File: config.mk
export PLATFORM = sky130hd
export DESIGN_NAME = memPort
export DESIGN_NICKNAME = d
export VERILOG_FILES = /design/src/rtl/coreTypes.sv /design/src/rtl/memPort.sv
export SDC_FILE = /design/constraint.sdc
export NUM_CORES = 1
export LEC_CHECK = 0
export BUFFER_PORTS_ARGS = -buffer_cell sky130_fd_sc_hd__clkbuf_2
export CAP_MARGIN = 20
export CORE_MARGIN = 2
export CORE_UTILIZATION = 43
export DETAILED_ROUTE_END_ITERATION = 10
export PLACE_DENSITY = 0.75
export SLEW_MARGIN = 20
export SYNTH_ARGS = -nofsm -noshare
export SYNTH_HDL_FRONTEND = slang
export SYNTH_SLANG_ARGS = --single-unit
File: constraint.sdc
create_clock -name clk_in -period 4.3 [get_ports clk_in]
set_input_delay 0.43 -clock clk_in [delete_from_list [all_inputs] [get_ports clk_in]]
set_output_delay 0.43 -clock clk_in [all_outputs]
set_load 0.05 [all_outputs]
File: src/rtl/coreTypes.sv
// shared widths, opcode enum and the structs passed between the execution units
// every RTL file refers to these through coreTypes:: scoped names

package coreTypes;

    localparam int dataWidth = 32;
    localparam int nameWidth = 5;
    // tag 0 means the value is present, 1..rsSize alu entries, above that ls entries
    localparam int tagWidth = 4;

    typedef logic [dataWidth-1:0] dataT;
    typedef logic [nameWidth-1:0] nameT;
    typedef logic [tagWidth-1:0] tagT;

    typedef enum logic [3:0] {
        opAdd,
        opSub,
        opAnd,
        opOr,
        opXor,
        opSlt,
        opAddi,
        opLw,
        opSw
    } opKind;

    // one renamed operation from the front end
    typedef struct packed {
        opKind op;
        nameT rs1;
        nameT rs2;
        nameT rd;
        dataT imm;
    } issueT;

    typedef struct packed {
        tagT tag;
        dataT data;
    } operandT;

    // result bus broadcast, valid for one cycle
    typedef struct packed {
        logic valid;
        tagT tag;
        nameT rd;
        dataT data;
    } resultT;

    // picks up a broadcast that carries the tag this operand waits on
    function automatic operandT forward(operandT cur, resultT busA, resultT busB);
        operandT upd;
        upd = cur;
        if (cur.tag != '0 && busA.valid && busA.tag == cur.tag) begin
            upd.tag = '0;
            upd.data = busA.data;
        end
        if (cur.tag != '0 && busB.valid && busB.tag == cur.tag) begin
            upd.tag = '0;
            upd.data = busB.data;
        end
        return upd;
    endfunction

endpackage

File: src/rtl/memPort.sv
// byte-serial memory sequencer for word loads and stores
// a load presents four addresses and finishes as the last byte arrives

`timescale 1ns/1ps

module memPort #(
    parameter int memAddrWidth = 17
) (
    input  logic                    clk_in,
    input  logic                    rst,
    input  logic                    rdy_in,
    input  logic                    memStart,
    input  logic                    memWrite,
    input  logic [memAddrWidth-1:0] memAddr,
    input  coreTypes::dataT         memWData,
    input  logic [7:0]              mem_din,
    output logic                    memBusy,
    output logic                    memDone,
    output coreTypes::dataT         memRData,
    output logic [7:0]              mem_dout,
    output logic [memAddrWidth-1:0] mem_a,
    output logic                    mem_wr
);

    typedef enum logic [1:0] {
        stIdle,
        stReading,
        stReadTail,
        stWriting
    } stateT;

    stateT state;
    logic [1:0] byteCnt;
    logic [memAddrWidth-1:0] addrReg;
    // store data shifts out low byte first, load data shifts in from the top
    coreTypes::dataT word;

    always_ff @(posedge clk_in) begin
        if (rst) begin
            state <= stIdle;
            byteCnt <= '0;
            addrReg <= '0;
        end else if (rdy_in) begin
            case (state)
                stIdle: begin
                    if (memStart) begin
                        addrReg <= memAddr;
                        word <= memWData;
                        byteCnt <= '0;
                        state <= memWrite ? stWriting : stReading;
                    end
                end
                stReading: begin
                    // ram answers one cycle late, nothing to take on the first address
                    if (byteCnt != 2'd0) begin
                        word <= {mem_din, word[coreTypes::dataWidth-1:8]};
                    end
                    if (byteCnt == 2'd3) begin
                        state <= stReadTail;
                    end else begin
                        addrReg <= addrReg + 1'b1;
                        byteCnt <= byteCnt + 1'b1;
                    end
                end
                stReadTail: begin
                    state <= stIdle;
                end
                stWriting: begin
                    if (byteCnt == 2'd3) begin
                        state <= stIdle;
                    end else begin
                        addrReg <= addrReg + 1'b1;
                        word <= word >> 8;
                        byteCnt <= byteCnt + 1'b1;
                    end
                end
                default: begin
                    state <= stIdle;
                end
            endcase
        end
    end

    assign memBusy = state != stIdle;
    assign memDone = state == stReadTail || (state == stWriting && byteCnt == 2'd3);
    // last byte comes straight off the bus
    assign memRData = {mem_din, word[coreTypes::dataWidth-1:8]};
    assign mem_dout = word[7:0];
    assign mem_a = addrReg;
    assign mem_wr = state == stWriting && rdy_in;

endmodule

==> qor.yml <==
run_status:
  status: "completed"
grt:
  gr-usage-met1_pct: 25.1
  overflow: 0
  grt-busiest-layer: "met2"
  grtUsageMet2_pct: 32.7
  grt_pass1_vias: 2501
  use_met3_pct: 4.33
  track_usage_pct: 19.5
  grt_max_degree: 59
  grt_pass1_wl_um: 11600
  antenna_found_initial: 0
clock_tree:
  ctsHtreeMaxLevel: 2
  path_clk_slew_ns: 0.10
  post_cts_buffers: 0
  clock_sinks: 53
  cts.path.max_buffers: 2
  cts_tree: "yes"
  hold_buffers: 0
  worstSkewPairLatency_ns: 0.31
  root_buffer: "clkbuf_8"
  post_cts_resized: 0
  cts_buffers: 5
logic_synthesis:
  synth_simple_gate_area_share_pct: 23.1
  yosys_warnings: 0
  avgSynthCellArea_sq_um: 9.57
  synthAdderAreaFrac_pct: 3.92
  synthDistinctLibCells: 49
  synth-xor-area-share_pct: 0
  muxShareOfSynthArea_pct: 5.62
  ys_async_sr_fraction_pct: 0
  synth-edff-count: 32
  synth-compound-area-share_pct: 13.7
  ys_ff_latch: 53
  synth-main-ff-cell: "edfxtp_1"
  synth_top_family_by_area: "simple AND/OR/NAND/NOR gates"
  syn-cell-area_sq_um: 2870
  syn_inst: 300
  yosysSeqAreaShare_pct: 48.1
  synth_fp_nets: 371
cells_and_area:
  multi_input_area_sq_um: 1350
  fin_cells: 482
  fin_nets: 475
  final_cell_mix: "clkbuf_2 (121), nand2_1 (46), edfxtp_1 (32), nand3_1 (28), dfxtp_1 (21)"
  register_area_sq_um: 1380
  n_antenna_cell: 0
  final_common_cell: "clkbuf_2"
  fill_cells: 584
  area_growth_pct: 24.9
  layout-drive-gt1-share_pct: 37.0
worst_hold_path:
  hp-class: "primary input to flop"
  hold_depth: 3
drt:
  wl_um: 7330
  avgViaCountPerCell: 5.47
  post_drt_wl_per_cell_um: 15.2
  drc: 0
  num_vias: 2638
  drt_iter0_markers: 192
  first_pass_iters: 5
  ant_nets: 0
sta:
  setup_violations: 0
  timing.slew.headroom_pct: 47.6
  rsz0062_at_grt: "no"
  tightestPinTransition_ns: 0.787
  fin_crit_sh_pct: 62.4
  timing_hold_violations_final: 0
  setup_tns_ns: 0
  post-route-min-period_ns: 2.68
  skew_ns: 0.00592
  fmax_mhz: 372
  hold_ws_ns: 0.377
  drv_slew: 0
setup_path:
  reg2reg_depth: 5
  cp-start-kind: "flop"
  crit_fanout: 32
  worstSetupPathType: "flop to flop"
  endpoint_kind: "flop"
  crit_arrival_ns: 2.65
  required_ns: 4.27
place:
  io_buffers: 121
  dp_hpwl_um: 5300
  dpl.cell_count: 473
  gp_congestion: 0.832
power_and_ir_drop:
  power.density_nw_per_um2: 403
  p_leak_nw: 1.58
  ir_worst_vdd_v: 0.000263
  total_power_mw: 1.44
floorplanning:
  start_util_pct: 44.9
  die_w_um: 85.7
  ios: 122
  placementRows: 29
  die-area_sq_um: 7340
  core_area_sq_um: 6390
  die_h_um: 85.7
flow_run:
  cap_violations: 0
==> state kept, by name, summed over array words and instances, names as in the netlist <==
name	count
state	2
byteCnt	2
word	32
mem_a	17
==> per-layer routing <==
metal  vias to the layer above  share of wire [%]
li1                       1294                  -
met3                        11                4.8
met2                        76                 50
met1                      1257                 44
met5                         -                  0
met4                         0                1.8
==> final timing paths <==
kind                     from          to  slack [ns]
setup / recovery     state[0]    word[13]        1.62
hold / removal    memWData[2]     word[2]        0.38
setup reg to reg     state[0]    word[13]        1.62
hold reg to reg    byteCnt[1]  byteCnt[1]        0.49
==> layout make-up <==
class                   instances  share of cell area (%)
repair buffers                124                    17.9
multi-input cells             213                    37.7
clock buffers                   5                    1.92
well taps                      77                    2.69
flip-flops and latches         53                    38.5
inverters                       7                   0.733
clock inverters                 3                   0.593
==> power breakdown <==
group	switching (mW)	leakage [nW]	internal [mW]	total [mW]
Combinational	0.354	1.07	0.149	0.504
Sequential	0.0525	0.466	0.601	0.653
Clock	0.172	0.0462	0.116	0.288
==> synthesized netlist by cell type, types with 2 or more instances <==
master    instances  share of area (%)
a211oi_1          4                1.0
a21oi_1          12                2.1
a22o_1            8                2.4
a31oi_1           8                1.7
a32o_1            2               0.70
and2_1            9                2.0
and3_1            2               0.44
buf_1             2               0.26
buf_4             8                2.1
clkbuf_1         16                2.1
dfxtp_1          21                 15
edfxtp_1         32                 33
ha_1              9                3.9
inv_1             7               0.92
mux2_2            9                3.5
mux2i_1           6                2.1
nand2_1          46                6.0
nand2b_1          4               0.87
nand3_1          28                4.9
nand4_1           2               0.44
nor2_1           12                1.6
nor3_1            6                1.0
nor4_1            2               0.44
o21ai_0          10                1.7
o21ai_1           7                1.2
or3_1             2               0.44
or4_1             4                1.0
==> kinds of logic after synthesis <==
kind of cell / Yosys count
flops: 53
compound gates: 60
buf+inv: 34
simple gates: 129
mux: 15
fa+ha+maj: 9
==> stage by stage <==
step	worst slack, ns	util, %	cell area [sq um]
after global placement	1.71	54.4	3470
after detailed placement	1.62	54.4	3470
final	1.62	56.1	3580
after global routing	1.36	56.1	3580
after CTS	1.61	55.8	3560
after floorplan	0.921	-	2880
==> critical path, stage by stage, from the launching register on <==
cell      delay [ns]
dfxtp_1         0.73
ha_1            0.65
mux2i_1         0.24
nand3_1         0.13
a211oi_4        0.16
buf_4           0.41
(Power assumes the default switching activity.)
