<file path="src/rtl/coreTypes.sv">
// shared widths, opcode enum and the structs passed between the execution units
// every RTL file refers to these through coreTypes:: scoped names

package coreTypes;

    localparam int dataWidth = 32;
    localparam int nameWidth = 5;
    // tag 0 means the value is present, 1..rsSize alu entries, above that ls entries
    localparam int tagWidth = 4;

    typedef logic [dataWidth-1:0] dataT;
    typedef logic [nameWidth-1:0] nameT;
    typedef logic [tagWidth-1:0] tagT;

    typedef enum logic [3:0] {
        opAdd,
        opSub,
        opAnd,
        opOr,
        opXor,
        opSlt,
        opAddi,
        opLw,
        opSw
    } opKind;

    // one renamed operation from the front end
    typedef struct packed {
        opKind op;
        nameT rs1;
        nameT rs2;
        nameT rd;
        dataT imm;
    } issueT;

    typedef struct packed {
        tagT tag;
        dataT data;
    } operandT;

    // result bus broadcast, valid for one cycle
    typedef struct packed {
        logic valid;
        tagT tag;
        nameT rd;
        dataT data;
    } resultT;

    // picks up a broadcast that carries the tag this operand waits on
    function automatic operandT forward(operandT cur, resultT busA, resultT busB);
        operandT upd;
        upd = cur;
        if (cur.tag != '0 && busA.valid && busA.tag == cur.tag) begin
            upd.tag = '0;
            upd.data = busA.data;
        end
        if (cur.tag != '0 && busB.valid && busB.tag == cur.tag) begin
            upd.tag = '0;
            upd.data = busB.data;
        end
        return upd;
    endfunction

endpackage

</file>
<file path="src/rtl/lsQueue.sv">
// in-order load/store queue in front of the memory sequencer
// the head starts its access once base and store data are present

`timescale 1ns/1ps

module lsQueue #(
    parameter int rsSize = 4,
    parameter int memAddrWidth = 17
) (
    input  logic                    clk_in,
    input  logic                    rst,
    input  logic                    rdy_in,
    input  logic                    dispatchEn,
    input  coreTypes::issueT        issue,
    input  coreTypes::operandT      src1,
    input  coreTypes::operandT      src2,
    input  coreTypes::resultT       aluResult,
    input  logic                    memBusy,
    input  logic                    memDone,
    input  coreTypes::dataT         memRData,
    output coreTypes::tagT          newTag,
    output logic                    hasFree,
    output logic                    empty,
    output logic                    memStart,
    output logic                    memWrite,
    output logic [memAddrWidth-1:0] memAddr,
    output coreTypes::dataT         memWData,
    output coreTypes::resultT       lsResult
);

    localparam int idxWidth = (rsSize > 1) ? $clog2(rsSize) : 1;

    typedef logic [idxWidth-1:0] idxT;

    typedef struct packed {
        logic valid;
        logic isStore;
        coreTypes::operandT base;
        coreTypes::operandT wdata;
        coreTypes::dataT imm;
        coreTypes::nameT rd;
    } entryT;

    entryT entries [rsSize];
    idxT head;
    idxT tail;
    // head access handed to memPort, waiting for memDone
    logic started;
    logic headGo;
    coreTypes::dataT headAddr;

    function automatic idxT bump(idxT p);
        return (p == idxT'(rsSize - 1)) ? '0 : p + 1'b1;
    endfunction

    // ls tags sit above the alu range
    function automatic coreTypes::tagT slotTag(idxT p);
        return coreTypes::tagT'(p) + coreTypes::tagT'(rsSize + 1);
    endfunction

    assign newTag = slotTag(tail);
    assign hasFree = !entries[tail].valid;
    assign empty = !entries[head].valid && !lsResult.valid;
    assign headAddr = entries[head].base.data + entries[head].imm;
    assign headGo = entries[head].valid && !started && !memBusy
                    && entries[head].base.tag == '0
                    && entries[head].wdata.tag == '0;

    always_ff @(posedge clk_in) begin
        if (rst) begin
            for (int i = 0; i < rsSize; i++) begin
                entries[i].valid <= 1'b0;
            end
            head <= '0;
            tail <= '0;
            started <= 1'b0;
            memStart <= 1'b0;
            lsResult.valid <= 1'b0;
        end else if (rdy_in) begin
            for (int i = 0; i < rsSize; i++) begin
                entries[i].base <= coreTypes::forward(entries[i].base, aluResult, lsResult);
                entries[i].wdata <= coreTypes::forward(entries[i].wdata, aluResult, lsResult);
            end
            memStart <= headGo;
            if (headGo) begin
                started <= 1'b1;
                memWrite <= entries[head].isStore;
                memAddr <= headAddr[memAddrWidth-1:0];
                memWData <= entries[head].wdata.data;
            end
            lsResult.valid <= 1'b0;
            if (memDone && started) begin
                entries[head].valid <= 1'b0;
                started <= 1'b0;
                head <= bump(head);
                // only loads broadcast
                lsResult.valid <= !entries[head].isStore;
                lsResult.tag <= slotTag(head);
                lsResult.rd <= entries[head].rd;
                lsResult.data <= memRData;
            end
            if (dispatchEn) begin
                entries[tail].valid <= 1'b1;
                entries[tail].isStore <= issue.op == coreTypes::opSw;
                entries[tail].base <= src1;
                // loads never wait on rs2
                entries[tail].wdata <= (issue.op == coreTypes::opSw) ? src2 : '0;
                entries[tail].imm <= issue.imm;
                entries[tail].rd <= issue.rd;
                tail <= bump(tail);
            end
        end
    end

endmodule

</file>
<file path="config.mk">
export PLATFORM = sky130hd
export DESIGN_NAME = lsQueue
export DESIGN_NICKNAME = d
export VERILOG_FILES = /design/src/rtl/coreTypes.sv /design/src/rtl/lsQueue.sv
export SDC_FILE = /design/constraint.sdc
export NUM_CORES = 1
export LEC_CHECK = 0
export BUFFER_PORTS_ARGS = -buffer_cell sky130_fd_sc_hd__buf_2
export CAP_MARGIN = 20
export CORE_UTILIZATION = 52
export DETAILED_ROUTE_END_ITERATION = 6
export PLACE_DENSITY = 0.73
export REMOVE_ABC_BUFFERS = 1
export SETUP_SLACK_MARGIN = 0.5
export SYNTH_ARGS = -nofsm -noshare
export SYNTH_HDL_FRONTEND = slang
export SYNTH_SLANG_ARGS = --single-unit
</file>
<file path="constraint.sdc">
create_clock -name clk_in -period 3.6 [get_ports clk_in]
set_clock_uncertainty 0.15 [all_clocks]
set_input_delay 0.18 -clock clk_in [delete_from_list [all_inputs] [get_ports clk_in]]
set_output_delay 0.18 -clock clk_in [all_outputs]
set_load 0.02 [all_outputs]
</file>
==> run_results.csv <==
group,metric,value,unit
outcome,outcome,"completed",
cts,cts.sinks,426,
power,p_total,10800,uW
final_layout,final_area,0.0262,mm^2
floorplanning,die_w,204,um
cts,cts_buffer_depth,3,
sta,finalSetupViolations,0,
global_route,antenna_found_initial,3,
placement,io_buffers,256,
sta,slew-limit-headroom,41.2,%
cts,cts_root_buf,"clkbuf_16",
yosys,async_flop_share,0,%
yosys,synth.avg_cell_area,13.4,um^2
yosys,synth_edf_count,411,
sta,rsz0062_at_grt,"false",
final_layout,finalNetCount,2184,
placement,placed_cell_area,0.0229,mm^2
critical_path,critPathKind,"flip-flop to flip-flop",
yosys,synth_top_area_share,58.4,%
sta,hold_viol,0,
cts,cts_tree,"done",
power,leakage,0.00854,uW
critical_path,required,3.64,ns
placement,gp_congestion,0.848,
yosys,yosys_warnings,0,
power,peakVddDrop,377,uV
final_layout,layout-drive-gt1-share,25.2,%
placement,dpl.hpwl,34600,um
worst_hold_path,worstHoldPathCells,3,
critical_path,cp-start-kind,"flip-flop",
yosys,ys_seq_elements,426,
cts,clock_latency,0.59,ns
sta,fin_tns_setup,0,ns
route,avgViaCountPerCell,5.95,
yosys,syn_inst,1573,
floorplanning,placementRows,73,
critical_path,end_kind,"flip-flop",
yosys,synth_top_flop_cell,"edfxtp_1",
sta,timing.hold.ws,0.0888,ns
critical_path,worstPathMaxFanout,52,
sta,slew_viol_final,0,
sta,worst_slew_pin_slew,0.881,ns
route,num_vias,15000,
final_layout,fillCellCount,2873,
route,drc,0,
route,drtAntennaViolNets,0,
sta,finalCritPeriodShare,83.3,%
power,cellPowerDensity,412,mW/mm^2
global_route,grt_max_degree,141,
route,wl_per_cell,22.4,um
critical_path,critPathArrivalTime,3.04,ns
global_route,grt_pass1_wl,85300,um
yosys,yosysUniqueCellTypes,49,
sta,fmax,0.333,GHz
floorplanning,start_util,52.9,%
flow_run,maxCapViolCount,0,
cts,ctsHtreeMaxLevel,2,
route,first_pass_iters,6,
route,initialDrtViolationCount,1209,
final_layout,utilization,65.6,%
floorplanning,design.core.area,0.0399,mm^2
final_layout,syn2layout_area_growth,23.8,%
yosys,synth.area.top_cells,"edfxtp_1 58%, mux2i_1 9.3%, mux4_2 7.8%",
yosys,yosysSeqAreaShare,59.8,%
global_route,grt-ovfl-total,0,
global_route,grt_pass1_vias,15443,
sta,fin_crit,3.00,ns
cts,clkTransAtPathRegs,0.06,ns
cts,cts_made_buffers,46,
critical_path,rrSetupSlack,0.60,ns
worst_hold_path,hp-class,"input port to flip-flop",
global_route,track_usage,27.3,%
route,wl,56500,um
floorplanning,ios,302,
floorplanning,die_h,204,um
yosys,netlist_area,0.0211,mm^2
critical_path,rr_worst_depth,4,
yosys,synth_top_area_cell,"edfxtp_1",
floorplanning,dieArea,0.0415,mm^2
==> synthesized netlist by cell type (8+ instances only) <==
cell type	n
edfxtp_1	411
buf_6	20
clkbuf_1	61
and2_1	16
dfxtp_1	15
inv_1	22
buf_2	52
o21ai_1	36
mux2i_1	196
nor2_1	38
and3_1	10
xor2_1	24
o21ai_0	178
nand3_1	134
nand4_1	8
mux4_2	73
nor4_1	9
nand2_1	92
nor3_1	20
ha_1	24
a21oi_1	34
xnor2_1	47
==> sequential cells by signal, indices dropped and copies added, names as in the netlist, named ones only <==
register / count
lsResult: 42
memAddr: 17
memWrite: 1
started: 1
head: 2
tail: 2
entries: 324
memWData: 32
memStart: 1
==> cell families (layout without fill, tap and decap cells) <==
family	count (synthesis)	after routing	share of synthesized area (%)
mux	269	269	17.1
simple gates	347	347	7.93
fa+ha+maj	25	25	1.52
other cells	0	4	0
flops	426	426	59.8
compound gates	269	269	6.68
buf+inv	166	586	4.05
xor+xnor	71	71	2.94
==> metrics by stage <==
stage	std cells	worst slack, ns
after detailed placement	2255	0.217
after CTS	2509	0.507
final	2522	0.600
after floorplan	1432	-9.34
after global routing	2521	0.506
after global placement	2255	0.278
==> critical path, cell delays in order (launching register included) <==
cell and delay [ns]:
dfxtp_4 0.47, buf_6 0.22, buf_4 0.52, mux4_2 0.36, o2111a_4 0.81
==> power by group <==
group / total (uW) / leakage [uW] / internal [uW] / switching, uW
combinational: 642 / 0.00394 / 313 / 329
sequential: 5470 / 0.00387 / 5460 / 11.0
clock: 4670 / 0.000727 / 2740 / 1930
total: 10800 / 0.00854 / 8510 / 2270
==> timing repair <==
item,4_1_cts,5_1_grt
resized for setup,7,15
hold buffers,160,0
setup buffers,9,9
endpoints found under the hold margin,370,0
pin swaps,0,3
setup endpoints to repair,7,10
==> worst paths after layout <==
check	startpoint	to
hold / removal	issue[49]	entries[0][109]$_DFFE_PP_
setup reg to reg	flip-flop	memAddr[9]$_DFFE_PP_
hold reg to reg	memStart$_SDFFE_PP0P_	memStart$_SDFFE_PP0P_
setup / recovery	flip-flop	memAddr[9]$_DFFE_PP_
==> area by class of cell <==
class,count,area [um^2],share of cell area [%]
multi-input cells,981,7800,29.8
well taps,525,657,2.51
flip-flops and latches,426,12600,48.3
diodes,4,10.0,0.0382
repair buffers,476,3470,13.3
clock inverters,26,269,1.03
inverters,25,104,0.397
clock buffers,59,1210,4.62
==> metal layers <==
metal / share of wire (%) / vias to the layer above / GRT usage, %
li1: - / 6753 / -
met1: 39 / 7354 / 34.0
met2: 48 / 717 / 45.0
met3: 8.2 / 176 / 5.47
met4: 4.5 / 0 / 14.9
met5: 0 / - / 0
==> layout by cell type, fill, tap and decap left out, types with 13 or more instances in the layout <==
master           n
mux2i_1        196
nor2_1          32
nor3_1          20
a21oi_1         26
and2_1          16
buf_2          256
o21ai_1         37
nand3_1        134
dfxtp_1         13
buf_4           47
dlygate4sd3_1  160
mux4_2          73
o21ai_0        173
clkbuf_16       46
ha_1            23
xnor2_1         47
nand2_1         92
edfxtp_1       411
inv_1           19
xor2_1          24
Note: power is estimated with default switching activity, not from simulation.
