<file path="config.mk">
export PLATFORM = sky130hd
export DESIGN_NAME = aluStation
export DESIGN_NICKNAME = d
export VERILOG_FILES = /design/src/rtl/coreTypes.sv /design/src/rtl/aluStation.sv
export SDC_FILE = /design/constraint.sdc
export NUM_CORES = 1
export LEC_CHECK = 0
export BUFFER_PORTS_ARGS = -buffer_cell sky130_fd_sc_hd__buf_2
export CAP_MARGIN = 10
export CORE_ASPECT_RATIO = 1.1
export CORE_UTILIZATION = 25
export CTS_BUF_LIST = sky130_fd_sc_hd__clkbuf_2
export DETAILED_ROUTE_END_ITERATION = 10
export GPL_ROUTABILITY_DRIVEN = 0
export SYNTH_ARGS = -nofsm -noshare
export SYNTH_HDL_FRONTEND = slang
export SYNTH_SLANG_ARGS = --single-unit
</file>
<file path="constraint.sdc">
create_clock -name clk_in -period 15.1 [get_ports clk_in]
set_clock_uncertainty 0.2 [all_clocks]
set_input_delay 3.02 -clock clk_in [delete_from_list [all_inputs] [get_ports clk_in]]
set_output_delay 3.02 -clock clk_in [all_outputs]
set_load 0.02 [all_outputs]
</file>
<file path="src/rtl/coreTypes.sv">
// shared widths, opcode enum and the structs passed between the execution units
// every RTL file refers to these through coreTypes:: scoped names

package coreTypes;

    localparam int dataWidth = 32;
    localparam int nameWidth = 5;
    // tag 0 means the value is present, 1..rsSize alu entries, above that ls entries
    localparam int tagWidth = 4;

    typedef logic [dataWidth-1:0] dataT;
    typedef logic [nameWidth-1:0] nameT;
    typedef logic [tagWidth-1:0] tagT;

    typedef enum logic [3:0] {
        opAdd,
        opSub,
        opAnd,
        opOr,
        opXor,
        opSlt,
        opAddi,
        opLw,
        opSw
    } opKind;

    // one renamed operation from the front end
    typedef struct packed {
        opKind op;
        nameT rs1;
        nameT rs2;
        nameT rd;
        dataT imm;
    } issueT;

    typedef struct packed {
        tagT tag;
        dataT data;
    } operandT;

    // result bus broadcast, valid for one cycle
    typedef struct packed {
        logic valid;
        tagT tag;
        nameT rd;
        dataT data;
    } resultT;

    // picks up a broadcast that carries the tag this operand waits on
    function automatic operandT forward(operandT cur, resultT busA, resultT busB);
        operandT upd;
        upd = cur;
        if (cur.tag != '0 && busA.valid && busA.tag == cur.tag) begin
            upd.tag = '0;
            upd.data = busA.data;
        end
        if (cur.tag != '0 && busB.valid && busB.tag == cur.tag) begin
            upd.tag = '0;
            upd.data = busB.data;
        end
        return upd;
    endfunction

endpackage

</file>
<file path="src/rtl/aluStation.sv">
// arithmetic reservation station with its ALU
// holds rsSize waiting ops, fires the lowest ready one and registers the result

`timescale 1ns/1ps

module aluStation #(
    parameter int rsSize = 4
) (
    input  logic               clk_in,
    input  logic               rst,
    input  logic               rdy_in,
    input  logic               dispatchEn,
    input  coreTypes::issueT   issue,
    input  coreTypes::operandT src1,
    input  coreTypes::operandT src2,
    input  coreTypes::resultT  lsResult,
    output coreTypes::tagT     newTag,
    output logic               hasFree,
    output logic               empty,
    output coreTypes::resultT  aluResult
);

    localparam int idxWidth = (rsSize > 1) ? $clog2(rsSize) : 1;

    typedef logic [idxWidth-1:0] idxT;

    typedef struct packed {
        logic valid;
        coreTypes::opKind op;
        coreTypes::operandT a;
        coreTypes::operandT b;
        coreTypes::nameT rd;
    } entryT;

    entryT entries [rsSize];
    idxT pick;
    idxT freeIdx;
    logic anyReady;
    logic anyValid;
    coreTypes::operandT opB;

    function automatic coreTypes::dataT compute(coreTypes::opKind op, coreTypes::dataT a,
                                                coreTypes::dataT b);
        case (op)
            coreTypes::opSub: return a - b;
            coreTypes::opAnd: return a & b;
            coreTypes::opOr:  return a | b;
            coreTypes::opXor: return a ^ b;
            coreTypes::opSlt: return coreTypes::dataT'($signed(a) < $signed(b));
            default:          return a + b;
        endcase
    endfunction

    // lowest index wins for both the ready pick and the free slot
    always_comb begin
        anyReady = 1'b0;
        anyValid = 1'b0;
        hasFree = 1'b0;
        pick = '0;
        freeIdx = '0;
        for (int i = rsSize - 1; i >= 0; i--) begin
            if (entries[i].valid && entries[i].a.tag == '0 && entries[i].b.tag == '0) begin
                anyReady = 1'b1;
                pick = idxT'(i);
            end
            if (entries[i].valid) begin
                anyValid = 1'b1;
            end else begin
                hasFree = 1'b1;
                freeIdx = idxT'(i);
            end
        end
    end

    // addi takes the immediate as an operand that is already present
    always_comb begin
        opB = src2;
        if (issue.op == coreTypes::opAddi) begin
            opB.tag = '0;
            opB.data = issue.imm;
        end
    end

    assign newTag = coreTypes::tagT'(freeIdx) + coreTypes::tagT'(1);
    // a registered result still counts until the register file has it
    assign empty = !anyValid && !aluResult.valid;

    always_ff @(posedge clk_in) begin
        if (rst) begin
            for (int i = 0; i < rsSize; i++) begin
                entries[i].valid <= 1'b0;
            end
            aluResult.valid <= 1'b0;
        end else if (rdy_in) begin
            for (int i = 0; i < rsSize; i++) begin
                entries[i].a <= coreTypes::forward(entries[i].a, aluResult, lsResult);
                entries[i].b <= coreTypes::forward(entries[i].b, aluResult, lsResult);
            end
            aluResult.valid <= anyReady;
            aluResult.tag <= coreTypes::tagT'(pick) + coreTypes::tagT'(1);
            aluResult.rd <= entries[pick].rd;
            aluResult.data <= compute(entries[pick].op, entries[pick].a.data,
                                      entries[pick].b.data);
            // slot frees as its result is registered
            if (anyReady) begin
                entries[pick].valid <= 1'b0;
            end
            if (dispatchEn) begin
                entries[freeIdx].valid <= 1'b1;
                entries[freeIdx].op <= issue.op;
                entries[freeIdx].a <= src1;
                entries[freeIdx].b <= opB;
                entries[freeIdx].rd <= issue.rd;
            end
        end
    end

endmodule

</file>
==> impl_summary.txt, run 1 <==
----------------------------------------------------
[Finish]
  Share of layout cells above drive strength 1 ... 13.9%
  Finished layout cell area ... 0.0286 sq mm
  Final nets ... 3261
  Area growth, synth to finish ... 12.2%
  Fill count ... 10770

[Synthesis]
  Library cell with the highest instance count after synthesis ... sky130_fd_sc_hd__nand2_1
  Synth Instances ... between 2000 and 3000
  Flop and latch count out of synthesis ... 369
  Share of synthesized registers carrying an async set or reset ... 0%
  Sequential fraction of the synthesis area ... 43.2%
  Cell types occupying the most area after synthesis ... sky130_fd_sc_hd__edfxtp_1 43%, sky130_fd_sc_hd__mux2i_1 11%, sky130_fd_sc_hd__nand2_1 10%
  Largest area contributor in the synthesized netlist ... sky130_fd_sc_hd__edfxtp_1
  Number of enable flip-flop cells after synthesis ... 364
  Synth cell count leaders ... 679 x sky130_fd_sc_hd__nand2_1, 364 x sky130_fd_sc_hd__edfxtp_1, 308 x sky130_fd_sc_hd__o21ai_0, 273 x sky130_fd_sc_hd__mux2i_1, 191 x sky130_fd_sc_hd__clkbuf_1
  Cell Area, Synth ... between 0.02 and 0.03 sq mm
  Syn_area_per_cell ... 8.77 sq um
  Number of library cell types mapped by synthesis ... 76
  Ys flop type ... sky130_fd_sc_hd__edfxtp_1
  Top-area cell type share of the netlist area ... 42.8%
  Synth warn ... 0

[Clocking]
  Clock Path Buffers ... 3
  Cts hold-fix bufs ... 0
  Count of H-tree levels built during CTS ... 3
  Clock tree from TritonCTS ... built
  Setup fix buffers added after clock tree synthesis ... 0
  Clock slew seen by the registers of the worst setup and hold paths ... 0.11 ns
  TritonCTS Buffers ... 92
  Library cell used as clock root buffer ... sky130_fd_sc_hd__clkbuf_2
  Clock insertion delay at the later pin of the skew report ... 1.19 ns
  Clk sink count ... 369
  Post-cts sizing count ... 0

[Worst setup path]
  Largest fanout of any net on the critical path ... 73
  Family with the most delay on the worst path ... simple AND/OR/NAND/NOR gates
  WP buf/inv ... 3
  Cell at the slowest stage of the critical path ... sky130_fd_sc_hd__buf_4
  CP Class ... register to register
  Startpoint class of the critical path ... register
  Worst path max stage delay ... ~0.73 ns
  Worst reg2reg setup slack ... 7.99 ns
  Worst Path Arrival ... 7.79 ns
  Cells along the critical path ... nor3_2, nand4_1, nor2b_1, o21bai_4, buf_4, inv_4, buf_4, nand2_1, nand3_1, and2_1, ha_1, nor4_1, o21ai_0, a21oi_1, nor3_1, o31ai_1, a21oi_1, o21bai_1, nor2_1, a211o_1, a221o_1
  Required @ worst endpoint ... 15.77 ns
  Crit end category ... register

[Global routing]
  Total global routing track utilization ... 16.8%
  GR Overflow Total ... 0
  GR met3 Demand/Resource ... 3.22%
  Most crowded layer after global routing ... met2
  Via count of the first global-routing pass ... between 20000 and 25000
  Largest net degree at the start of global routing ... 86
  GRT met2 Usage ... 29.3%
  Met1 track demand over resource in global routing ... 19.9%
  Antenna violations before repair ... 26
  First-pass GRT wire length ... between 100000 and 150000 um

[Routing]
  Initial DRC count ... 1616
  First-pass DRT Iterations ... 5
  Average vias per placed instance ... between 4 and 5
  Number of nets with antenna violations after detailed routing ... 0
  DR vias ... 21786
  Average wire per standard cell ... 20.1 um
  Overall routed net length ... 88900 um
  Post-detailed-route DRC marker count ... 0

[Placement]
  Worst setup timing slack at the placement stage ... 8.06 ns
  Final HPWL from detailed placement ... 55800 um
  Area of placed instances ... 0.0277 sq mm
  Port bufs ... about 200

[Power]
  Highest ir drop seen on vdd ... 48.0 uV
  Total power after layout ... 0.00211 W
  Power per standard cell area ... approximately 74 mW/mm^2
  Leakage power figure ... approximately 10 nW

[STA]
  Max Clk Rate ... 141 MHz
  Final setup violation count ... 0
  Total Neg Setup Slack ... 0 ns
  Count of endpoints failing hold in the final timing report ... 0
  Post-route setup slack ... around 8.0 ns
  Fin crit period ... between 7 and 8 ns
  Transition at the pin with the smallest max-transition slack ... 1.24 ns
  Count of final max-slew check failures ... 0
  Worst hold slack across all endpoints ... 0.358 ns
  Final worst path period share ... 47.1%
  Max-slew headroom ... 17.1%
  RSZ-0062 raised after global routing ... no

[Floorplan]
  Area enclosed by the die boundary ... 0.103 sq mm
  Die width ... 307 um
  Number of placement rows ... 122
  Starting Density ... roughly 25%
  Placeable core area ... 0.101 sq mm
  I/O pins ... 217
  Die Span Y ... 337 um

[Status]
  Run status ... finished clean

[Min path]
  Classification of the worst-slack hold path ... register to register

[Run]
  Number of max-cap violations ... 0

----------------------------------------------------
## area by class of cell
type	instances	area, sq um	share of cell area, %
Antenna cell	6	15.0	0.0524
Clock buffer	123	616	2.15
Clock inverter	40	297	1.04
Inverter	102	395	1.38
Multi-Input combinational cell	2185	13300	46.4
Sequential cell	369	11000	38.5
Tap cell	1364	1710	5.96
Timing Repair Buffer	236	1290	4.49
## worst reg2reg max path: stages (launching register included)
cell,delay [ns]
sky130_fd_sc_hd__edfxtp_1,0.46
sky130_fd_sc_hd__nor3_2,0.35
sky130_fd_sc_hd__nand4_1,0.28
sky130_fd_sc_hd__nor2b_1,0.26
sky130_fd_sc_hd__o21bai_4,0.06
sky130_fd_sc_hd__buf_4,0.32
sky130_fd_sc_hd__inv_4,0.41
sky130_fd_sc_hd__buf_4,0.76
sky130_fd_sc_hd__nand2_1,0.19
sky130_fd_sc_hd__nand3_1,0.11
sky130_fd_sc_hd__and2_1,0.21
sky130_fd_sc_hd__ha_1,0.39
sky130_fd_sc_hd__nor4_1,0.58
sky130_fd_sc_hd__o21ai_0,0.27
sky130_fd_sc_hd__a21oi_1,0.31
sky130_fd_sc_hd__nor3_1,0.17
sky130_fd_sc_hd__o31ai_1,0.53
sky130_fd_sc_hd__a21oi_1,0.14
sky130_fd_sc_hd__o21bai_1,0.20
sky130_fd_sc_hd__nor2_1,0.06
sky130_fd_sc_hd__a211o_1,0.28
sky130_fd_sc_hd__a221o_1,0.32
## registers in the layout, indices dropped and copies added (netlist names)
signal,cells
aluResult,41
entries,328
## per-stage QoR
step	cells	utilization (%)
global placement	4256	27.5
floorplan	2912	-
CTS	4419	28.4
global route	4423	28.4
finish	4425	28.4
detailed placement	4256	27.5
## layout by cell type, fill, tap and decap left out, drive strengths merged, types with 13 or more instances in the layout
master and n:
buf 236, xnor2 49, ha 104, o21ai 322, nand2 679, nor2 127, mux2i 277, nand4 14
clkinv 33, o21bai 15, edfxtp 364, inv 104, nor3 47, a21o 13, a21oi 106, a211oi 20
clkbuf 123, and2 84, nand3 150
## path summary, 6_finish.rpt
| kind | startpoint | cells past startpoint | to |
|---|---|---|---|
| hold / removal | entries[3][81] | 2 | entries[3][81] |
| hold reg to reg | entries[3][81] | 2 | entries[3][81] |
| setup / recovery | entries[3][74] | 21 | aluResult[19] |
| setup reg to reg | entries[3][74] | 21 | aluResult[19] |
## where the power goes
group / switching [W] / leakage, nW / internal (W)
sequential: 0.0000149 / 3.36 / 0.00114
combinational: 0.000137 / 5.99 / 0.0000747
clock: 0.000440 / 0.670 / 0.000310
total: 0.000592 / 10.0 / 0.00152
## per-layer routing
layer  vias up  part of all wire (%)  wire length, um
met4        28                   3.8             3380
li1      10376                     -                -
met3       216                   6.5             5750
met5         -                  0.20              178
met2       762                    49            43200
met1     10404                    41            36400
## kinds of logic (layout without fill, tap and decap cells)
group | count (synthesis) | count (layout) | synth area share (%)
other | 1 | 8 | 0.0147
AO/OA/AOI/OAI | 574 | 574 | 12.9
XOR/XNOR | 53 | 53 | 1.82
multiplexers | 282 | 282 | 11.2
AND/OR/NAND/NOR | 1168 | 1168 | 20.2
flip-flops | 369 | 369 | 43.2
adder cells (fa/ha/maj) | 106 | 106 | 5.25
buffers and inverters | 358 | 501 | 5.41
(Power assumes the default switching activity.)
==> run 2, diff against run 1 <==
Settings changed: ABC_AREA set to 1.
Clock period 15.1 ns to 5.95 ns, I/O delays scaled along.
==> impl_summary.txt, run 2 <==
----------------------------------------------------
[Synthesis]
  Sequential fraction of the synthesis area ... ~41%
  Number of enable flip-flop cells after synthesis ... 364
  Ys flop type ... sky130_fd_sc_hd__edfxtp_1
  Cell Area, Synth ... 0.0267 sq mm
  Flop and latch count out of synthesis ... 369
  Library cell with the highest instance count after synthesis ... sky130_fd_sc_hd__a21oi_1
  Largest area contributor in the synthesized netlist ... sky130_fd_sc_hd__edfxtp_1
  Cell types occupying the most area after synthesis ... sky130_fd_sc_hd__edfxtp_1 41%, sky130_fd_sc_hd__a21oi_1 11%, sky130_fd_sc_hd__nand2_1 6.3%
  Share of synthesized registers carrying an async set or reset ... 0%
  Syn_area_per_cell ... 7.99 sq um
  Synth cell count leaders ... 571 x sky130_fd_sc_hd__a21oi_1, 448 x sky130_fd_sc_hd__nand2_1, 364 x sky130_fd_sc_hd__edfxtp_1, 342 x sky130_fd_sc_hd__inv_1, 329 x sky130_fd_sc_hd__o21ai_0
  Top-area cell type share of the netlist area ... about two fifths
  Synth warn ... 0
  Synth Instances ... 3344
  Number of library cell types mapped by synthesis ... 57

[Routing]
  Average wire per standard cell ... between 15 and 20 um
  Initial DRC count ... approximately 2400
  DR vias ... 25098
  First-pass DRT Iterations ... 5
  Post-detailed-route DRC marker count ... 0
  Overall routed net length ... 97600 um
  Number of nets with antenna violations after detailed routing ... 0
  Average vias per placed instance ... 5.09

[Clocking]
  Post-cts sizing count ... 0
  Count of H-tree levels built during CTS ... 3
  Library cell used as clock root buffer ... sky130_fd_sc_hd__clkbuf_2
  Clock insertion delay at the later pin of the skew report ... 1.20 ns
  Clock tree from TritonCTS ... built
  Clock Path Buffers ... 3
  Clk sink count ... 369
  Clock slew seen by the registers of the worst setup and hold paths ... about 0.12 ns
  TritonCTS Buffers ... 90

[STA]
  Count of final max-slew check failures ... 0
  Total Neg Setup Slack ... 0 ns
  Max Clk Rate ... between 150 and 200 MHz
  Transition at the pin with the smallest max-transition slack ... 1.20 ns
  Max-slew headroom ... 19.7%
  RSZ-0062 raised after global routing ... no
  Final worst path period share ... 91.0%
  Count of endpoints failing hold in the final timing report ... 0
  Fin crit period ... 5.42 ns
  Final setup violation count ... 0

[Global routing]
  Most crowded layer after global routing ... met2
  Via count of the first global-routing pass ... ~24000
  Largest net degree at the start of global routing ... 78
  Antenna violations before repair ... 8
  Total global routing track utilization ... 17.5%
  GR met3 Demand/Resource ... ~2.7%
  Met1 track demand over resource in global routing ... 21.0%
  GRT met2 Usage ... 30.0%
  First-pass GRT wire length ... 143000 um
  GR Overflow Total ... 0

[Floorplan]
  Starting Density ... between 20 and 30%
  Area enclosed by the die boundary ... 0.108 sq mm
  Die Span Y ... 345 um
  Number of placement rows ... 125
  I/O pins ... 217
  Die width ... 314 um
  Placeable core area ... 0.106 sq mm

[Worst setup path]
  Worst R2R End ... aluResult[30]
  Worst reg2reg setup slack ... around 0.53 ns
  Startpoint class of the critical path ... register
  Largest fanout of any net on the critical path ... 22
  Crit end category ... register
  Crit path to ... aluResult[30]
  Launching instance or port of the critical path ... entries[1][38]
  Required @ worst endpoint ... 6.70 ns
  Reg-to-reg startpoint ... entries[1][38]
  Worst Path Arrival ... 6.16 ns
  CP Class ... register to register
  R2R depth ... 21

[Finish]
  Largest register by flop count ... entries
  Share of layout cells above drive strength 1 ... 16.1%
  Max FFs per register ... 328
  Commonest cells after routing, fill and taps aside ... 571 x sky130_fd_sc_hd__a21oi_1, 441 x sky130_fd_sc_hd__nand2_1, 364 x sky130_fd_sc_hd__edfxtp_1, 334 x sky130_fd_sc_hd__inv_1, 329 x sky130_fd_sc_hd__o21ai_0
  Final nets ... 3726
  Finished layout cell area ... 0.0298 sq mm
  Fill count ... 11534
  Largest regs ... entries: 328 flops, aluResult: 41 flops
  Most common cell after layout, fill and taps aside ... sky130_fd_sc_hd__a21oi_1
  Area growth, synth to finish ... 11.6%

[Status]
  Run status ... finished clean

[Power]
  Power per standard cell area ... 181 mW/mm^2
  Highest ir drop seen on vdd ... 96.6 uV
  Leakage power figure ... between 10 and 15 nW

[Run]
  Number of max-cap violations ... 0

[Placement]
  Final HPWL from detailed placement ... 66000 um
  Area of placed instances ... 0.0288 sq mm
  Port bufs ... 199

[Min path]
  Hold path startpoint ... rst
  Classification of the worst-slack hold path ... input port to register

----------------------------------------------------
[run 2: changes by cell type after synthesis, sizes merged, moves of 99 or more]
cell,before,now
nand3,150,249
nor2,127,246
a21oi,106,571
inv,102,391
mux2i,277,96
nand2,679,465
[run 2: cell families after synthesis]
| kind of cell | count (synthesis) | synth area share, % |
|---|---|---|
| flip-flops | 369 | 41.3 |
| adder cells (fa/ha/maj) | 106 | 5.02 |
| XOR/XNOR | 40 | 1.31 |
| other | 1 | 0.0140 |
| AND/OR/NAND/NOR | 1057 | 18.0 |
| buffers and inverters | 633 | 9.83 |
| multiplexers | 96 | 3.60 |
| AO/OA/AOI/OAI | 1042 | 20.9 |
[run 2: power breakdown]
group	internal, W	switching, W
Clock	0.000657	0.00114
Sequential	0.00290	0.0000393
Combinational	0.000208	0.000435
[run 2: worst min path at each step]
stage,cells after the start,end
floorplan,2,entries[2][81]
finish,2,aluResult[41]
CTS,2,aluResult[41]
detailed placement,2,entries[2][81]
global placement,2,entries[2][81]
global route,2,aluResult[41]
[run 2: worst max-delay path: stages, from the launching register on]
cell	delay (ns)
sky130_fd_sc_hd__edfxtp_1	0.45
sky130_fd_sc_hd__inv_2	0.09
sky130_fd_sc_hd__nand2_1	0.08
sky130_fd_sc_hd__nor3_4	0.22
sky130_fd_sc_hd__nand2_2	0.20
sky130_fd_sc_hd__nand2_4	0.25
sky130_fd_sc_hd__nand2_8	0.20
sky130_fd_sc_hd__buf_4	0.27
sky130_fd_sc_hd__mux2i_1	0.19
sky130_fd_sc_hd__inv_1	0.06
sky130_fd_sc_hd__o21ai_0	0.37
sky130_fd_sc_hd__inv_1	0.09
sky130_fd_sc_hd__ha_1	0.46
sky130_fd_sc_hd__nand2_1	0.08
sky130_fd_sc_hd__o21ai_0	0.42
sky130_fd_sc_hd__a21boi_0	0.35
sky130_fd_sc_hd__o21ai_0	0.57
sky130_fd_sc_hd__nand2_1	0.21
sky130_fd_sc_hd__nand3_1	0.13
sky130_fd_sc_hd__nand2_1	0.06
sky130_fd_sc_hd__nand4_1	0.08
sky130_fd_sc_hd__nand3_1	0.12
[run 2: metal layers]
metal	up-vias	part of all wire, %
met5	-	0.024
met4	4	4.8
met3	288	7.7
met2	1239	48
met1	11772	40
li1	11795	-
[run 2: layout make-up]
class	instances	area [sq um]	area share, %
antenna	7	17.5	0.0588
clock buffer	122	611	2.05
clock inverter	42	235	0.790
inverter	391	1470	4.94
multi-input combinational	2343	13200	44.2
sequential	369	11000	37.0
tap	1397	1750	5.87
timing repair buffer	256	1520	5.11
[run 2: through the flow]
| stage | instances | worst slack, ns | hold WS [ns] | util (%) | total power (W) |
|---|---|---|---|---|---|
| 4_1_cts | 4920 | 0.600 | 0.00473 | 28.2 | 0.00541 |
| 6_report | 4927 | 0.534 | 0.0853 | 28.2 | 0.00538 |
| 3_5_place_dp | 4747 | 0.624 | 0.283 | 27.3 | 0.00363 |
| 2_1_floorplan | 3345 | 1.68 | 0.256 | - | 0.00339 |
| 5_1_grt | 4925 | 0.206 | 0.0190 | 28.2 | 0.00560 |
| 3_3_place_gp | 4747 | 0.658 | 0.274 | 27.3 | 0.00362 |
[run 2: timing repair]
| item | in CTS | in global routing |
|---|---|---|
| hold buffers | 9 | 0 |
| buffers inserted | 0 | 0 |
| endpoints found under the hold margin | 31 | 0 |
==> run 3, diff against run 2 <==
Settings changed: ABC_AREA 1 to not set, REMOVE_ABC_BUFFERS set to 1.
==> impl_summary.txt, run 3 (same netlist as run 1, synthesis figures left out) <==
----------------------------------------------------
[Status]
  Run status ... finished clean

[Worst setup path]
  Required @ worst endpoint ... 6.49 ns
  Worst Path Arrival ... 6.26 ns
  CP Class ... register to register
  Crit end category ... register
  Largest fanout of any net on the critical path ... 42
  Startpoint class of the critical path ... register
  Reg-to-reg startpoint ... entries[0][38]
  Launching instance or port of the critical path ... entries[0][38]
  Worst path max stage delay ... 0.51 ns
  Cells along the critical path ... nor3_1, and4_1, o21bai_4, buf_4, buf_6, nand2_1, nand3_1, and2_1, ha_1, inv_1, o31ai_1, or4bb_1, a31o_2, o21a_1, a311o_1, o31ai_1, buf_4, o21ai_0, xnor2_1, o21ai_1
  Cell at the slowest stage of the critical path ... sky130_fd_sc_hd__or4bb_1

[Routing]
  Post-detailed-route DRC marker count ... 0
  Overall routed net length ... 86100 um
  Average vias per placed instance ... 4.82
  DR vias ... between 20000 and 25000
  Initial DRC count ... 1370
  Average wire per standard cell ... 19.2 um
  First-pass DRT Iterations ... 5
  Number of nets with antenna violations after detailed routing ... 0

[Floorplan]
  Placeable core area ... 0.101 sq mm
  Die width ... about 310 um
  I/O pins ... roughly 220
  Starting Density ... 25.3%
  Die Span Y ... 337 um
  Number of placement rows ... approximately 120
  Area enclosed by the die boundary ... 0.103 sq mm

[STA]
  Final setup violation count ... 0
  Final worst path period share ... 96.1%
  Count of final max-slew check failures ... 0
  RSZ-0062 raised after global routing ... yes
  Transition at the pin with the smallest max-transition slack ... ~1.1 ns
  Max-slew headroom ... 28.8%
  Max Clk Rate ... 175 MHz
  Fin crit period ... 5.72 ns
  Count of endpoints failing hold in the final timing report ... 0

[Run]
  Number of max-cap violations ... 0

[Finish]
  Area growth, synth to finish ... 14.8%
  Largest regs ... entries: 328 flops, aluResult: 41 flops
  Fill count ... around 11000
  Sequential cell area ... 0.0110 sq mm
  Max FFs per register ... 328
  Largest register by flop count ... entries
  Final nets ... approximately 3300
  Share of layout cells above drive strength 1 ... 15.9%
  Area of the multi-input gates ... 0.0133 sq mm
  Most common cell after layout, fill and taps aside ... sky130_fd_sc_hd__nand2_1
  Non-filler cells, final ... 4491
  Commonest cells after routing, fill and taps aside ... 679 x sky130_fd_sc_hd__nand2_1, 364 x sky130_fd_sc_hd__edfxtp_1, 308 x sky130_fd_sc_hd__o21ai_0, 273 x sky130_fd_sc_hd__mux2i_1, 199 x sky130_fd_sc_hd__buf_2

[Min path]
  Hold path startpoint ... src2[35]
  Classification of the worst-slack hold path ... input port to register

[Global routing]
  First-pass GRT wire length ... roughly 130000 um
  Antenna violations before repair ... 20
  Total global routing track utilization ... between 10% and 20%
  GR Overflow Total ... 0
  Largest net degree at the start of global routing ... 85
  Via count of the first global-routing pass ... between 20000 and 25000

[Power]
  Leakage power figure ... 10.4 nW
  Highest ir drop seen on vdd ... 95.5 uV
  Power per standard cell area ... 181 mW/mm^2
  Total power after layout ... 0.00529 W

[Clocking]
  TritonCTS Buffers ... 95
  Count of H-tree levels built during CTS ... 3
  Clock Path Buffers ... 3
  Library cell used as clock root buffer ... sky130_fd_sc_hd__clkbuf_2
  Clock insertion delay at the later pin of the skew report ... 1.10 ns
  Clock slew seen by the registers of the worst setup and hold paths ... 0.12 ns
  Clk sink count ... 369
  Clock tree from TritonCTS ... built

[Placement]
  Number of placed cells counting well taps ... between 4000 and 5000
  Final HPWL from detailed placement ... 58300 um
  Port bufs ... 199

----------------------------------------------------
## run 3: repair_timing
action,in CTS,in global routing
gates resized for setup,0,9
setup buffers,0,2
setup endpoints to repair,0,3
hold buffers,5,0
hold endpoints to repair,20,0
## run 3: worst max-delay path: cells and delay by family (launching register included)
| family | cells | cell delay (ns) |
|---|---|---|
| adder cells (fa/ha/maj) | 1 | 0.30 |
| AND/OR/NAND/NOR | 6 | 1.70 |
| buffers and inverters | 4 | 0.90 |
| XOR/XNOR | 1 | 0.17 |
| AO/OA/AOI/OAI | 8 | 1.57 |
| flip-flops | 1 | 0.46 |
## run 3: through the flow
stage          utilization, %  instance area (sq um)  TNS (ns)  setup WS, ns  hold slack (ns)
2_1_floorplan               -                  24500   -248.59         -7.07            0.288
3_3_place_gp             28.1                  28300         0         0.392            0.327
3_5_place_dp             28.1                  28300         0         0.317            0.351
4_1_cts                  29.0                  29200         0         0.214           0.0204
5_1_grt                  29.1                  29300  -0.00553      -0.00553           0.0961
6_report                 29.1                  29300         0         0.233            0.197
## run 3: power by group
group          total (W)  internal [W]  switching [W]
sequential       0.00292       0.00289      0.0000349
clock            0.00182      0.000738        0.00108
combinational   0.000548      0.000203       0.000345
total            0.00529       0.00383        0.00146
## run 3: cell type report
type	instances	share of cell area [%]
multi-input combinational	2185	45.4
timing repair buffer	306	6.82
antenna	6	0.0512
clock buffer	136	2.32
sequential	369	37.6
inverter	102	1.36
clock inverter	23	0.602
tap	1364	5.82
## run 3: final timing paths
| check | end | depth (start not counted) | slack [ns] |
|---|---|---|---|
| worst max register to register | aluResult[28] | 20 | 0.23 |
| worst max-delay path | aluResult[28] | 20 | 0.23 |
| worst min register to register | entries[0][81] | 2 | 0.37 |
| worst min-delay path | entries[1][40] | 2 | 0.20 |
## run 3: layer usage
metal / GRT usage (%) / part of all wire (%)
met3: 3.35 / 5.8
met1: 18.9 / 41
met2: 29.5 / 51
met4: 4.79 / 2.1
met5: 0 / 0.17
